### src/source/rx_pkg.sv
// rx_pkg: shared link widths, framing bytes, crc-32 constants and buffer depth for the rx path
package rx_pkg;

    // data lines on the link, one nibble per clock edge
    localparam int unsigned nibble_width = 4;

    // bits in one decoded byte
    localparam int unsigned byte_width = 8;

    // frame length counter width, frames up to 2047 bytes
    localparam int unsigned len_width = 11;

    // start-of-frame delimiter, closes the preamble
    localparam logic [7:0] sfd_byte = 8'hd5;

    // preamble filler byte
    localparam logic [7:0] preamble_byte = 8'h55;

    // crc-32 as used by the ethernet fcs
    // reflected form, lsb shifted first
    localparam logic [31:0] crc_poly = 32'hedb88320;

    // crc register start value
    localparam logic [31:0] crc_init = 32'hffffffff;

    // register value left once data and a correct fcs have passed through
    // the fcs is sent inverted, so the register does not end at zero
    localparam logic [31:0] crc_residue = 32'hdebb20e3;

    // default elastic buffer depth in entries
    // must stay a power of two
    localparam int unsigned default_fifo_depth = 16;

endpackage

### src/source/ddr_capture.sv
// ddr_capture: double data rate input register, both edge samples presented on the rising edge
module ddr_capture #(
    // bits captured per edge
    parameter int width = 1
) (
    input  logic             clk,
    input  logic [width-1:0] d,
    output logic [width-1:0] q1,
    output logic [width-1:0] q2
);

    // falling edge sample, waits here half a cycle
    logic [width-1:0] d_fall;

    // rising edge sample goes straight to q1
    always_ff @(posedge clk) begin
        q1 <= d;
    end

    // falling edge sample
    // taken at the low phase, before the next rising edge
    always_ff @(negedge clk) begin
        d_fall <= d;
    end

    // re-time the falling sample onto the rising edge
    // q1 and q2 then update on the same edge
    // q2 holds the sample from the falling edge just before
    always_ff @(posedge clk) begin
        q2 <= d_fall;
    end

endmodule

### src/source/ssio_ddr_in.sv
// ssio_ddr_in: source synchronous ddr input, forwards the receive clock and captures on both edges
module ssio_ddr_in #(
    // total lines captured, data plus control
    parameter int width = 1
) (
    // forwarded clock from the link partner
    input  logic             input_clk,

    // ddr input lines
    input  logic [width-1:0] input_d,

    // clock for the logic behind this block
    output logic             output_clk,

    // rising edge sample
    output logic [width-1:0] output_q1,
    // falling edge sample, aligned to the rising edge
    output logic [width-1:0] output_q2
);

    // clock seen by the capture registers
    logic clk_io;
    // clock seen by the downstream logic
    logic clk_int;

    // generic form, no clock buffers
    // both branches come straight from the receive clock
    assign clk_io  = input_clk;
    assign clk_int = input_clk;

    // hand the logic clock to the rest of the design
    assign output_clk = clk_int;

    // edge pair capture on the io clock
    ddr_capture #(
        .width (width)
    ) u_data_capture (
        .clk (clk_io),
        .d   (input_d),
        .q1  (output_q1),
        .q2  (output_q2)
    );

endmodule

### src/source/rgmii_rx_decoder.sv
// rgmii_rx_decoder: joins nibble pairs into bytes, strips preamble and sfd, marks last byte and errors
module rgmii_rx_decoder (
    input  logic                          clk,
    input  logic                          reset,
    // bit 4 is the control line, bits 3:0 the data lines
    input  logic [rx_pkg::nibble_width:0] q_rise,
    input  logic [rx_pkg::nibble_width:0] q_fall,
    output logic                          byte_valid,
    output logic [rx_pkg::byte_width-1:0] byte_data,
    output logic                          byte_last,
    output logic                          byte_err
);

    typedef enum logic [1:0] {
        st_idle,
        st_preamble,
        st_data
    } state_t;

    state_t state;

    // rising sample from the previous cycle
    // its partner falling sample arrives one cycle later on q_fall
    logic [rx_pkg::nibble_width:0] rise_q;

    // current byte, built from the delayed rising and current falling samples
    logic                          cur_dv;
    logic                          cur_er;
    logic [rx_pkg::byte_width-1:0] cur_data;
    logic                          cur_sfd;

    // one byte hold so the final byte can still be tagged as last
    logic                          hold_valid;
    logic [rx_pkg::byte_width-1:0] hold_data;
    logic                          hold_err;

    // low nibble comes from the rising edge
    assign cur_data = {q_fall[rx_pkg::nibble_width-1:0], rise_q[rx_pkg::nibble_width-1:0]};
    // control high at the rising edge marks frame data
    assign cur_dv = rise_q[rx_pkg::nibble_width];
    // control samples that disagree flag a receive error
    assign cur_er = rise_q[rx_pkg::nibble_width] ^ q_fall[rx_pkg::nibble_width];
    assign cur_sfd = (cur_data == rx_pkg::sfd_byte);

    always_ff @(posedge clk) begin
        if (reset) begin
            rise_q <= '0;
        end else begin
            rise_q <= q_rise;
        end
    end

    // framing fsm plus hold register
    always_ff @(posedge clk) begin
        if (reset) begin
            state      <= st_idle;
            hold_valid <= 1'b0;
            byte_valid <= 1'b0;
        end else begin
            // strobe, clear unless a byte goes out this cycle
            byte_valid <= 1'b0;
            case (state)
                st_idle: begin
                    hold_valid <= 1'b0;
                    if (cur_dv) begin
                        // zero length preamble goes straight to data
                        state <= cur_sfd ? st_data : st_preamble;
                    end
                end
                st_preamble: begin
                    // frame gone before the delimiter, nothing emitted
                    if (!cur_dv) begin
                        state <= st_idle;
                    end else if (cur_sfd) begin
                        state <= st_data;
                    end
                end
                st_data: begin
                    // release the previous byte
                    // last when the control line has dropped
                    if (hold_valid) begin
                        byte_valid <= 1'b1;
                    end
                    if (cur_dv) begin
                        hold_valid <= 1'b1;
                    end else begin
                        hold_valid <= 1'b0;
                        state      <= st_idle;
                    end
                end
                default: begin
                    state <= st_idle;
                end
            endcase
        end
    end

    // payload path
    always_ff @(posedge clk) begin
        if (state == st_data) begin
            byte_data <= hold_data;
            byte_err  <= hold_err;
            byte_last <= !cur_dv;
        end
        hold_data <= cur_data;
        hold_err  <= cur_er;
    end

endmodule

### src/source/rx_byte_fifo.sv
// rx_byte_fifo: elastic byte buffer with last and error flags, drops writes when full
module rx_byte_fifo #(
    // entries, power of two of at least 4
    parameter int fifo_depth = 16
) (
    input  logic                          clk,
    input  logic                          reset,
    input  logic                          wr,
    input  logic [rx_pkg::byte_width-1:0] wr_data,
    input  logic                          wr_last,
    input  logic                          wr_err,
    input  logic                          rd,
    output logic [rx_pkg::byte_width-1:0] rd_data,
    output logic                          rd_last,
    output logic                          rd_err,
    output logic                          empty,
    output logic                          overflow
);

    localparam int addr_width = $clog2(fifo_depth);
    // entry layout, err on top, then last, then the byte
    localparam int entry_width = rx_pkg::byte_width + 2;

    logic [entry_width-1:0] mem [fifo_depth];

    // one extra bit tells full from empty
    logic [addr_width:0] wr_ptr;
    logic [addr_width:0] rd_ptr;

    logic full;
    logic do_wr;
    logic do_rd;

    logic [entry_width-1:0] head;

    assign empty = (wr_ptr == rd_ptr);
    // same slot, opposite lap
    assign full  = (wr_ptr[addr_width] != rd_ptr[addr_width]) &&
                   (wr_ptr[addr_width-1:0] == rd_ptr[addr_width-1:0]);

    assign do_wr = wr && !full;
    assign do_rd = rd && !empty;

    // head entry shown before the read strobe
    assign head    = mem[rd_ptr[addr_width-1:0]];
    assign rd_data = head[rx_pkg::byte_width-1:0];
    assign rd_last = head[rx_pkg::byte_width];
    assign rd_err  = head[rx_pkg::byte_width+1];

    // storage
    always_ff @(posedge clk) begin
        if (do_wr) begin
            mem[wr_ptr[addr_width-1:0]] <= {wr_err, wr_last, wr_data};
        end
    end

    // pointers and sticky overflow
    always_ff @(posedge clk) begin
        if (reset) begin
            wr_ptr   <= '0;
            rd_ptr   <= '0;
            overflow <= 1'b0;
        end else begin
            if (do_wr) begin
                wr_ptr <= wr_ptr + 1'b1;
            end
            if (do_rd) begin
                rd_ptr <= rd_ptr + 1'b1;
            end
            // byte lost, stays flagged until reset
            if (wr && full) begin
                overflow <= 1'b1;
            end
        end
    end

endmodule

### src/source/rx_frame_checker.sv
// rx_frame_checker: drains the byte buffer, counts bytes, checks the fcs and reports each frame
module rx_frame_checker (
    input  logic                          clk,
    input  logic                          reset,
    input  logic                          empty,
    input  logic [rx_pkg::byte_width-1:0] rd_data,
    input  logic                          rd_last,
    input  logic                          rd_err,
    output logic                          rd,
    output logic                          frame_valid,
    output logic [rx_pkg::len_width-1:0]  frame_len,
    output logic                          frame_good,
    output logic                          frame_err
);

    // count holds bytes before the current one
    // length is count + 1 minus the four fcs bytes
    localparam logic [rx_pkg::len_width-1:0] fcs_adjust = 3;

    // running crc over the frame so far
    logic [31:0] crc;
    logic [31:0] crc_next;

    // bytes read so far in this frame
    logic [rx_pkg::len_width-1:0] byte_cnt;

    // any error flag seen so far
    logic err_seen;
    logic err_any;

    // one byte of the reflected crc-32, lsb first
    function automatic logic [31:0] crc_update(
        input logic [31:0]                   crc_in,
        input logic [rx_pkg::byte_width-1:0] data
    );
        logic [31:0] c;
        c = crc_in ^ {{(32 - rx_pkg::byte_width){1'b0}}, data};
        for (int i = 0; i < rx_pkg::byte_width; i++) begin
            if (c[0]) begin
                c = (c >> 1) ^ rx_pkg::crc_poly;
            end else begin
                c = c >> 1;
            end
        end
        return c;
    endfunction

    // take a byte whenever one is waiting
    // the decoder never writes faster than one per cycle
    assign rd = !empty;

    assign crc_next = crc_update(crc, rd_data);
    assign err_any  = err_seen | rd_err;

    // per frame accumulation
    always_ff @(posedge clk) begin
        if (reset) begin
            crc         <= rx_pkg::crc_init;
            byte_cnt    <= '0;
            err_seen    <= 1'b0;
            frame_valid <= 1'b0;
        end else begin
            frame_valid <= 1'b0;
            if (rd) begin
                if (rd_last) begin
                    // report, then start over for the next frame
                    frame_valid <= 1'b1;
                    crc         <= rx_pkg::crc_init;
                    byte_cnt    <= '0;
                    err_seen    <= 1'b0;
                end else begin
                    crc      <= crc_next;
                    byte_cnt <= byte_cnt + 1'b1;
                    err_seen <= err_any;
                end
            end
        end
    end

    // report fields, valid with frame_valid
    always_ff @(posedge clk) begin
        if (rd && rd_last) begin
            // payload length, fcs excluded
            frame_len  <= byte_cnt - fcs_adjust;
            // residue match and a clean frame
            frame_good <= (crc_next == rx_pkg::crc_residue) && !err_any;
            frame_err  <= err_any;
        end
    end

endmodule

### src/source/rgmii_rx_top.sv
// rgmii_rx_top: rgmii receive front end, ddr capture to decoder to byte buffer to frame checker
module rgmii_rx_top #(
    // byte buffer depth, power of two
    parameter int fifo_depth = rx_pkg::default_fifo_depth
) (
    input  logic                            rx_clk,
    input  logic [rx_pkg::nibble_width-1:0] rgmii_rxd,
    input  logic                            rgmii_rx_ctl,
    input  logic                            reset,
    output logic                            frame_valid,
    output logic [rx_pkg::len_width-1:0]    frame_len,
    output logic                            frame_good,
    output logic                            frame_err,
    output logic                            overflow
);

    // design clock, the receive clock passed through
    logic clk;

    // edge pair, control line on top
    logic [rx_pkg::nibble_width:0] q_rise;
    logic [rx_pkg::nibble_width:0] q_fall;

    // decoder to buffer
    logic                          byte_valid;
    logic [rx_pkg::byte_width-1:0] byte_data;
    logic                          byte_last;
    logic                          byte_err;

    // buffer to checker
    logic                          rd;
    logic [rx_pkg::byte_width-1:0] rd_data;
    logic                          rd_last;
    logic                          rd_err;
    logic                          empty;

    ssio_ddr_in #(
        .width (rx_pkg::nibble_width + 1)
    ) u_ssio (
        .input_clk  (rx_clk),
        .input_d    ({rgmii_rx_ctl, rgmii_rxd}),
        .output_clk (clk),
        .output_q1  (q_rise),
        .output_q2  (q_fall)
    );

    rgmii_rx_decoder u_decoder (
        .clk        (clk),
        .reset      (reset),
        .q_rise     (q_rise),
        .q_fall     (q_fall),
        .byte_valid (byte_valid),
        .byte_data  (byte_data),
        .byte_last  (byte_last),
        .byte_err   (byte_err)
    );

    rx_byte_fifo #(
        .fifo_depth (fifo_depth)
    ) u_fifo (
        .clk      (clk),
        .reset    (reset),
        .wr       (byte_valid),
        .wr_data  (byte_data),
        .wr_last  (byte_last),
        .wr_err   (byte_err),
        .rd       (rd),
        .rd_data  (rd_data),
        .rd_last  (rd_last),
        .rd_err   (rd_err),
        .empty    (empty),
        .overflow (overflow)
    );

    rx_frame_checker u_checker (
        .clk         (clk),
        .reset       (reset),
        .empty       (empty),
        .rd_data     (rd_data),
        .rd_last     (rd_last),
        .rd_err      (rd_err),
        .rd          (rd),
        .frame_valid (frame_valid),
        .frame_len   (frame_len),
        .frame_good  (frame_good),
        .frame_err   (frame_err)
    );

endmodule

### config.mk
export PLATFORM = sky130hd
export DESIGN_NAME = rgmii_rx_top
export DESIGN_NICKNAME = d
export VERILOG_FILES = /design/src/source/rx_pkg.sv /design/src/source/ddr_capture.sv /design/src/source/ssio_ddr_in.sv /design/src/source/rgmii_rx_decoder.sv /design/src/source/rx_byte_fifo.sv /design/src/source/rx_frame_checker.sv /design/src/source/rgmii_rx_top.sv
export SDC_FILE = /design/constraint.sdc
export NUM_CORES = 1
export LEC_CHECK = 0
export CORE_MARGIN = 5
export CORE_UTILIZATION = 60
export CTS_CLUSTER_DIAMETER = 30
export DETAILED_ROUTE_END_ITERATION = 8
export DONT_BUFFER_PORTS = 1
export GPL_ROUTABILITY_DRIVEN = 0
export GPL_TIMING_DRIVEN = 0
export PLACE_DENSITY = 0.76
export SYNTH_ARGS = -nofsm -noshare
export SYNTH_HDL_FRONTEND = slang
export SYNTH_SLANG_ARGS = --single-unit
export TNS_END_PERCENT = 100
### constraint.sdc
create_clock -name rx_clk -period 4.5 [get_ports rx_clk]
set_input_delay 0.9 -clock rx_clk [delete_from_list [all_inputs] [get_ports rx_clk]]
set_output_delay 0.9 -clock rx_clk [all_outputs]
set_load 0.1 [all_outputs]
==> run summary, run 1 <==
• 22 — Ports
• 0 — number of failing hold endpoints at the final stage
• 24990 microns — routed wire length
• 0 — total of warnings raised by yosys
• 0.007357 sq mm — Reg area
• 0.01307 sq mm — summed area of non-filler cells in the final layout
• flip-flop to flip-flop — Tightest Hold Check Type
• 5 — first-pass iteration count of the detailed router
• 183 — number of enable flip-flop cells after synthesis
• 23.69 microns — detail-routed net length per standard cell
• 0.04881 — normalized max-slew margin
• 20 — maximum number of pins on one net before global-route repair
• buf_6, buf_8, buf_6, mux4_2, and4_1, a2111oi_1, nand3_2, xnor3_1, or3_1, a2111oi_2, o2111ai_1, nor4_2 — cell chain of the critical path
• sky130_fd_sc_hd__buf_6 — most frequent cell on the critical path
• 0.01122 sq mm — Synth Cell Area
• 0 — Antenna Diode Count
• 56 — distinct cell type count after synthesis
• 0 — initial antenna violation count
• 3 — CTS Buffer Depth
• sky130_fd_sc_hd__mux4_2 — slowest CP cell
• 6.170 — Vias/cell
• met2 — busiest grt layer
• 0.05829 ns — worst clock skew
• 0.3941 — met2 track utilization from global routing
• no — RSZ-0062 raised after global routing
• 0.01157 sq mm — placed cell areas
• 4.84 ns — CP Data Required Time
• 0 — remaining global-route overflow
• 2 — H-Tree Level Count
• complete, no violations — result of the run
• 0.2355 GHz — timing-limited maximum frequency
• 15040 microns — HPWL after detailed placement
• simple AND/OR/NAND/NOR gates — CP top delay family
• 146.7 microns — die boundary height
• 0 — number of buffers inserted for hold repair after clock tree synthesis
• 0 — count of unresolved DRC violations after routing
• flip-flop — kind of end point of the critical path
• 146.7 microns — Horiz. Die Dim
• 50 — Site Rows
• 0.9435 — period utilisation layout
• 6509 — detailed-route via count
• 6747 — vias in the first global route
• 15.28 sq um — synthesized area per cell
• 4.58 ns — crit path DAT
• 0 — setup violators final
• 0 — maximum capacitance violations
• 734 — synthesized instance count
• 4.566 nW — P_leak
• 0.05182 — GR Layer Usage met3
• 0.2362 — global-route usage over all layers
• 665 — number of DRC markers after the initial detailed-route iteration
• 0 — number of setup buffers added after CTS
• 0.003681 sq mm — multi-input gate area in the final layout
• 1128 — number of fill cells in the layout
• 276 — flop and latch count out of synthesis
• sky130_fd_sc_hd__edfxtp_1 — primary flip-flop cell chosen by synthesis mapping
• 0.59 ns — Worst-Skew Late Latency
• 0.05 ns — Reg clk slew, reported paths
• 0 — max-slew violation count
• 0.1876 — share of cells above drive strength 1
• 0.02153 sq mm — Die Outline Area
• 276 — clock tree sinks
• 43 — Inserted Clock Buffers
• 4.246 ns — minimum clock period after layout
• 3 — count of buffering cells on the critical path with inverters included
• 1.422 ns — Tightest Pin Transition
• 16.50% — area growth from synthesis to layout
• 0.6038 — Initial Utilization
• 0 — Buffers on Ports
• 38700 microns — first-pass GRT wire length
• sky130_fd_sc_hd__edfxtp_1 (183), sky130_fd_sc_hd__dfxtp_1 (93), sky130_fd_sc_hd__nand2_1 (55), sky130_fd_sc_hd__clkbuf_16 (47), sky130_fd_sc_hd__nor2_1 (45) — most frequent cells in the layout
• 801 — number of nets in the layout
• 0.6558 — share of synthesized area occupied by flip-flops and latches
• 0 ns — summed negative setup slack over all endpoints
• flip-flop — Critical Path Source Type
• 599.5 mW/mm^2 — power per cell area
• yes — TritonCTS clock tree
• 748 — synthesized net count
• 0 — residual antenna-violating net count after detailed routing
• 10 — largest fanout of any net on the critical path
• sky130_fd_sc_hd__clkbuf_16 — clock root cell
• 0.3087 — met1 layer usage reported by global route
• flip-flop to flip-flop — Setup CP Type
• 386.3 uV — IR drop worst, VDD
• 0.01858 sq mm — area of the core
• 0.55 ns — Max stage delay on crit path
• sky130_fd_sc_hd__edfxtp_1 — most common library cell in the layout ignoring fill and taps
• 0 — share of synthesized registers carrying an async set or reset
## metal layers
layer | vias to the layer above | share of wire
li1 | 2873 | -
met1 | 3264 | 0.39
met2 | 310 | 0.50
met3 | 62 | 0.075
met4 | 0 | 0.031
met5 | - | 0
## cells in the mapped netlist (4+ instances only)
cell | instances | share of area
sky130_fd_sc_hd__xor2_1 | 44 | 0.034
sky130_fd_sc_hd__xnor2_1 | 44 | 0.034
sky130_fd_sc_hd__nand2_1 | 55 | 0.018
sky130_fd_sc_hd__clkbuf_1 | 22 | 0.0074
sky130_fd_sc_hd__nand2b_1 | 8 | 0.0045
sky130_fd_sc_hd__nor4_1 | 5 | 0.0028
sky130_fd_sc_hd__ha_1 | 7 | 0.0078
sky130_fd_sc_hd__a22oi_1 | 7 | 0.0047
sky130_fd_sc_hd__edfxtp_1 | 183 | 0.49
sky130_fd_sc_hd__dfxtp_1 | 93 | 0.17
sky130_fd_sc_hd__nor2b_1 | 9 | 0.0050
sky130_fd_sc_hd__nor3_1 | 10 | 0.0045
sky130_fd_sc_hd__mux4_2 | 41 | 0.082
sky130_fd_sc_hd__nand4_1 | 8 | 0.0045
sky130_fd_sc_hd__buf_2 | 6 | 0.0027
sky130_fd_sc_hd__a311o_1 | 4 | 0.0036
sky130_fd_sc_hd__mux2i_1 | 17 | 0.015
sky130_fd_sc_hd__inv_1 | 7 | 0.0023
sky130_fd_sc_hd__xnor3_1 | 5 | 0.010
sky130_fd_sc_hd__nand3_1 | 8 | 0.0036
sky130_fd_sc_hd__and4_1 | 5 | 0.0039
sky130_fd_sc_hd__o211ai_1 | 20 | 0.013
sky130_fd_sc_hd__nand4b_1 | 4 | 0.0031
sky130_fd_sc_hd__a21oi_1 | 6 | 0.0027
sky130_fd_sc_hd__nor2_1 | 48 | 0.016
sky130_fd_sc_hd__and3_1 | 8 | 0.0045
## kinds of logic (layout without fill, tap and decap cells)
family,after synthesis,after routing,synth area share
AOI/OAI and AO/OA,55,55,0.03736
xor gates and xnor gates,100,100,0.09268
adders and majority gates,7,7,0.007807
buffers and inverters,43,130,0.01907
DFF,276,276,0.6558
muxes,58,58,0.09748
and+or+nand+nor,195,195,0.08978
## sequential cells by signal, summed over array words and instances (netlist names), 2 cells and up, named ones only
register                      count
u_fifo.mem                      160
u_checker.crc                    32
u_checker.byte_cnt               11
u_checker.frame_len              11
u_decoder.byte_data               8
u_decoder.hold_data               8
u_decoder.rise_q                  5
u_fifo.rd_ptr                     5
u_fifo.wr_ptr                     5
u_ssio.u_data_capture.d_fall      5
u_ssio.u_data_capture.q1          5
u_ssio.u_data_capture.q2          5
u_decoder.state                   2
## path summary, 6_finish.rpt
kind / startpoint / to / slack (ns) / cells after the start
worst max-delay path: flip-flop / u_checker.frame_good$_DFFE_PP_ / 0.25 / 12
worst max register to register: flip-flop / u_checker.frame_good$_DFFE_PP_ / 0.25 / 12
worst min register to register: u_ssio.u_data_capture.q2[1]$_DFF_P_ / u_decoder.hold_data[5]$_DFF_P_ / 0.36 / 0
worst min-delay path: u_ssio.u_data_capture.q2[1]$_DFF_P_ / u_decoder.hold_data[5]$_DFF_P_ / 0.36 / 0
## per-stage QoR
step	setup slack (ns)	util	hold WS (ns)	power (mW)	std cells
2_1_floorplan	0.8429	-	0.3224	4.249	734
3_3_place_gp	0.1080	0.6195	0.3281	4.538	968
3_5_place_dp	0.1119	0.6228	0.3374	4.570	972
4_1_cts	0.02551	0.7016	0.3551	7.843	1054
5_1_grt	0.02895	0.7034	0.3627	8.160	1055
6_report	0.2542	0.7034	0.3552	7.835	1055
## final cells by class
type / instances / area share
Clock inverter: 30 / 0.01905
Timing Repair Buffer: 6 / 0.004883
Inverter: 7 / 0.002011
Clock buffer: 54 / 0.09354
Sequential cell: 276 / 0.5629
Buffer: 33 / 0.01350
Tap cell: 234 / 0.02240
Multi-Input combinational cell: 415 / 0.2817
## repair_timing
action / in CTS / in global routing
resized for setup: 0 / 2
hold endpoints to repair: 0 / 0
endpoints found under the setup margin: 1 / 23
## power breakdown
| group | internal [mW] | switching (mW) | total (mW) |
|---|---|---|---|
| Clock | 2.07 | 1.20 | 3.27 |
| Combinational | 0.723 | 0.922 | 1.64 |
| Sequential | 2.78 | 0.135 | 2.92 |
Power figures use the tool's default switching activity.
==> run 2: changes to the inputs <==
--- a/config.mk
+++ b/config.mk
@@ -14,4 +14,5 @@
 export GPL_TIMING_DRIVEN = 0
 export PLACE_DENSITY = 0.76
+export REMOVE_ABC_BUFFERS = 1
 export SYNTH_ARGS = -nofsm -noshare
 export SYNTH_HDL_FRONTEND = slang
==> constraint.sdc (replaced) <==
create_clock -name rx_clk -period 4.5 [get_ports rx_clk]
set_input_delay 0.225 -clock rx_clk [delete_from_list [all_inputs] [get_ports rx_clk]]
set_output_delay 0.225 -clock rx_clk [all_outputs]
set_load 0.005 [all_outputs]
==> run summary, run 2 (synthesis results as in run 1) <==
• 1078 — number of fill cells in the layout, -4.4%
• 146.7 microns — Horiz. Die Dim, unchanged
• 0.01858 sq mm — area of the core, unchanged
• 8.091 mW — power after layout, +3.3%
• 41 — Inserted Clock Buffers, -4.7%
• 160 — max reg flops, unchanged
• 6576 — vias in the first global route, -2.5%
• complete, no violations — result of the run
• 0.9464 — period utilisation layout, +0.002890
• 0 — remaining global-route overflow, unchanged
• 4.84 ns — CP Data Required Time, about the same
• 0 — maximum capacitance violations, unchanged
• 4.554 nW — P_leak, -0.26%
• 146.7 microns — die boundary height, unchanged
• 2 — H-Tree Level Count, unchanged
• 37830 microns — first-pass GRT wire length, -2.2%
• 418.3 uV — IR drop worst, VDD, +8.3%
• yes — TritonCTS clock tree
• 276 — clock tree sinks, unchanged
• 0 ns — summed negative setup slack over all endpoints, unchanged
• 0.06824 ns — worst clock skew, +0.009950 ns
• 0 — count of unresolved DRC violations after routing, unchanged
• 0.07552 — normalized max-slew margin, +0.02671
• 17.00% — area growth from synthesis to layout
• 0.6038 — Initial Utilization, unchanged
• 5 — first-pass iteration count of the detailed router, unchanged
• 6.184 — Vias/cell, +0.24%
• 3 — CTS Buffer Depth, unchanged
• 0 — residual antenna-violating net count after detailed routing, unchanged
• 6370 — detailed-route via count, -2.1%
• 4.259 ns — minimum clock period after layout, +0.01301 ns
• 0.58 ns — Worst-Skew Late Latency, about the same
• 0.01146 sq mm — placed cell areas, -0.95%
• 616.4 mW/mm^2 — power per cell area, +2.8%
• flip-flop to flip-flop — Setup CP Type
• primary input to flip-flop — Tightest Hold Check Type
• 0 — max-slew violation count, unchanged
• 1.382 ns — Tightest Pin Transition, -0.03991 ns
• 0 — setup violators final, unchanged
• 0 — number of failing hold endpoints at the final stage, unchanged
• 0.2324 — global-route usage over all layers, -0.003765
• 22 — Ports, unchanged
• 23.96 microns — detail-routed net length per standard cell, +1.1%
• sky130_fd_sc_hd__edfxtp_1 (183), sky130_fd_sc_hd__dfxtp_1 (89), sky130_fd_sc_hd__nand2_1 (54), sky130_fd_sc_hd__nor2_1 (47), sky130_fd_sc_hd__xnor2_1 (44) — most frequent cells in the layout
• 49 — maximum number of pins on one net before global-route repair, +150%
• 13770 microns — HPWL after detailed placement, -8.5%
• 0.01313 sq mm — summed area of non-filler cells in the final layout, +0.43%
• flip-flop — kind of end point of the critical path
• no — RSZ-0062 raised after global routing
• 21 — largest fanout of any net on the critical path, +11
• sky130_fd_sc_hd__edfxtp_1 — most common library cell in the layout ignoring fill and taps
• 24680 microns — routed wire length, -1.3%
• flip-flop — Critical Path Source Type
• 0 — initial antenna violation count, unchanged
• 4.59 ns — crit path DAT, about the same
• 0 — Buffers on Ports, unchanged
• 778 — number of nets in the layout, -2.9%
• sky130_fd_sc_hd__clkbuf_16 — clock root cell
• 0 — Antenna Diode Count, unchanged
• 0.1935 — share of cells above drive strength 1, +0.005891
• 0.2348 GHz — timing-limited maximum frequency, -0.31%
• 0.02153 sq mm — Die Outline Area, unchanged
• 0.05 ns — Reg clk slew, reported paths, about the same
• 551 — number of DRC markers after the initial detailed-route iteration, -17%
• 50 — Site Rows, unchanged
## run 2: cell types whose count changed in the layout (fill, tap and decap cells not counted), moves of 3 or more
cell and delta:
sky130_fd_sc_hd__buf_2 -6, sky130_fd_sc_hd__bufinv_16 +9, sky130_fd_sc_hd__clkbuf_1 -23, sky130_fd_sc_hd__clkbuf_16 -6, sky130_fd_sc_hd__clkinv_2 -3, sky130_fd_sc_hd__clkinvlp_4 +4, sky130_fd_sc_hd__dfxtp_1 -4, sky130_fd_sc_hd__dfxtp_2 +4
sky130_fd_sc_hd__dlygate4sd3_1 +6
## run 2: path summary, 6_finish.rpt
kind | from | endpoint | slack (ns) | cells after the start
setup / recovery | flip-flop | u_checker.frame_good$_DFFE_PP_ | 0.24 | 10
hold / removal | reset | u_checker.byte_cnt[1]$_SDFFE_PP0N_ | 0.15 | 2
setup reg to reg | flip-flop | u_checker.frame_good$_DFFE_PP_ | 0.24 | 10
hold reg to reg | u_ssio.u_data_capture.q2[1]$_DFF_P_ | u_decoder.hold_data[5]$_DFF_P_ | 0.35 | 0
## run 2: area by class of cell
type | count | area (sq um) | share of cell area
inverter | 7 | 26.28 | 0.002002
timing repair buffer | 18 | 197.7 | 0.01506
sequential | 276 | 7362 | 0.5609
clock inverter | 35 | 485.5 | 0.03699
clock buffer | 45 | 1061 | 0.08084
multi-input combinational | 415 | 3700 | 0.2819
tap | 234 | 292.8 | 0.02231
## run 2: stage by stage
step	util	std cells	setup WS, ns	hold WS, ns
detailed placement	0.6169	941	-0.3228	0.2528
global placement	0.6096	933	-1.347	0.2528
floorplan	-	699	-0.01753	0.2527
global route	0.7064	1030	0.02771	0.1629
CTS	0.7040	1026	-0.02683	0.1204
finish	0.7064	1030	0.2412	0.1484
## run 2: layer usage
layer	up-vias	track usage	routed length [microns]
li1	2821	-	-
met1	3229	0.2927	9621
met2	258	0.3959	12630
met3	62	0.04380	1434
met4	0	0.1021	997
met5	-	0	0
## run 2: repair_timing
action | in CTS | in global routing
buffers inserted | 0 | 4
pin swaps | 1 | 1
hold buffers | 6 | 0
hold endpoints to repair | 44 | 0
endpoints found under the setup margin | 13 | 1
gates resized for setup | 3 | 1
## run 2: report_power, final
| part | switching [mW] | leakage [nW] | internal, mW |
|---|---|---|---|
| sequential | 0.132 | 2.38 | 2.78 |
| combinational | 0.914 | 1.42 | 0.735 |
| clock | 1.17 | 0.753 | 2.36 |
## run 2: critical path, cell delays in order (launching register included)
cell                       delay, ns
sky130_fd_sc_hd__dfxtp_2        0.62
sky130_fd_sc_hd__buf_12         0.27
sky130_fd_sc_hd__mux4_2         0.53
sky130_fd_sc_hd__mux4_2         0.54
sky130_fd_sc_hd__xor2_2         0.50
sky130_fd_sc_hd__xor2_2         0.38
sky130_fd_sc_hd__inv_2          0.15
sky130_fd_sc_hd__xnor2_2        0.38
sky130_fd_sc_hd__and4_1         0.26
sky130_fd_sc_hd__o221ai_1       0.17
sky130_fd_sc_hd__nor4_2         0.26
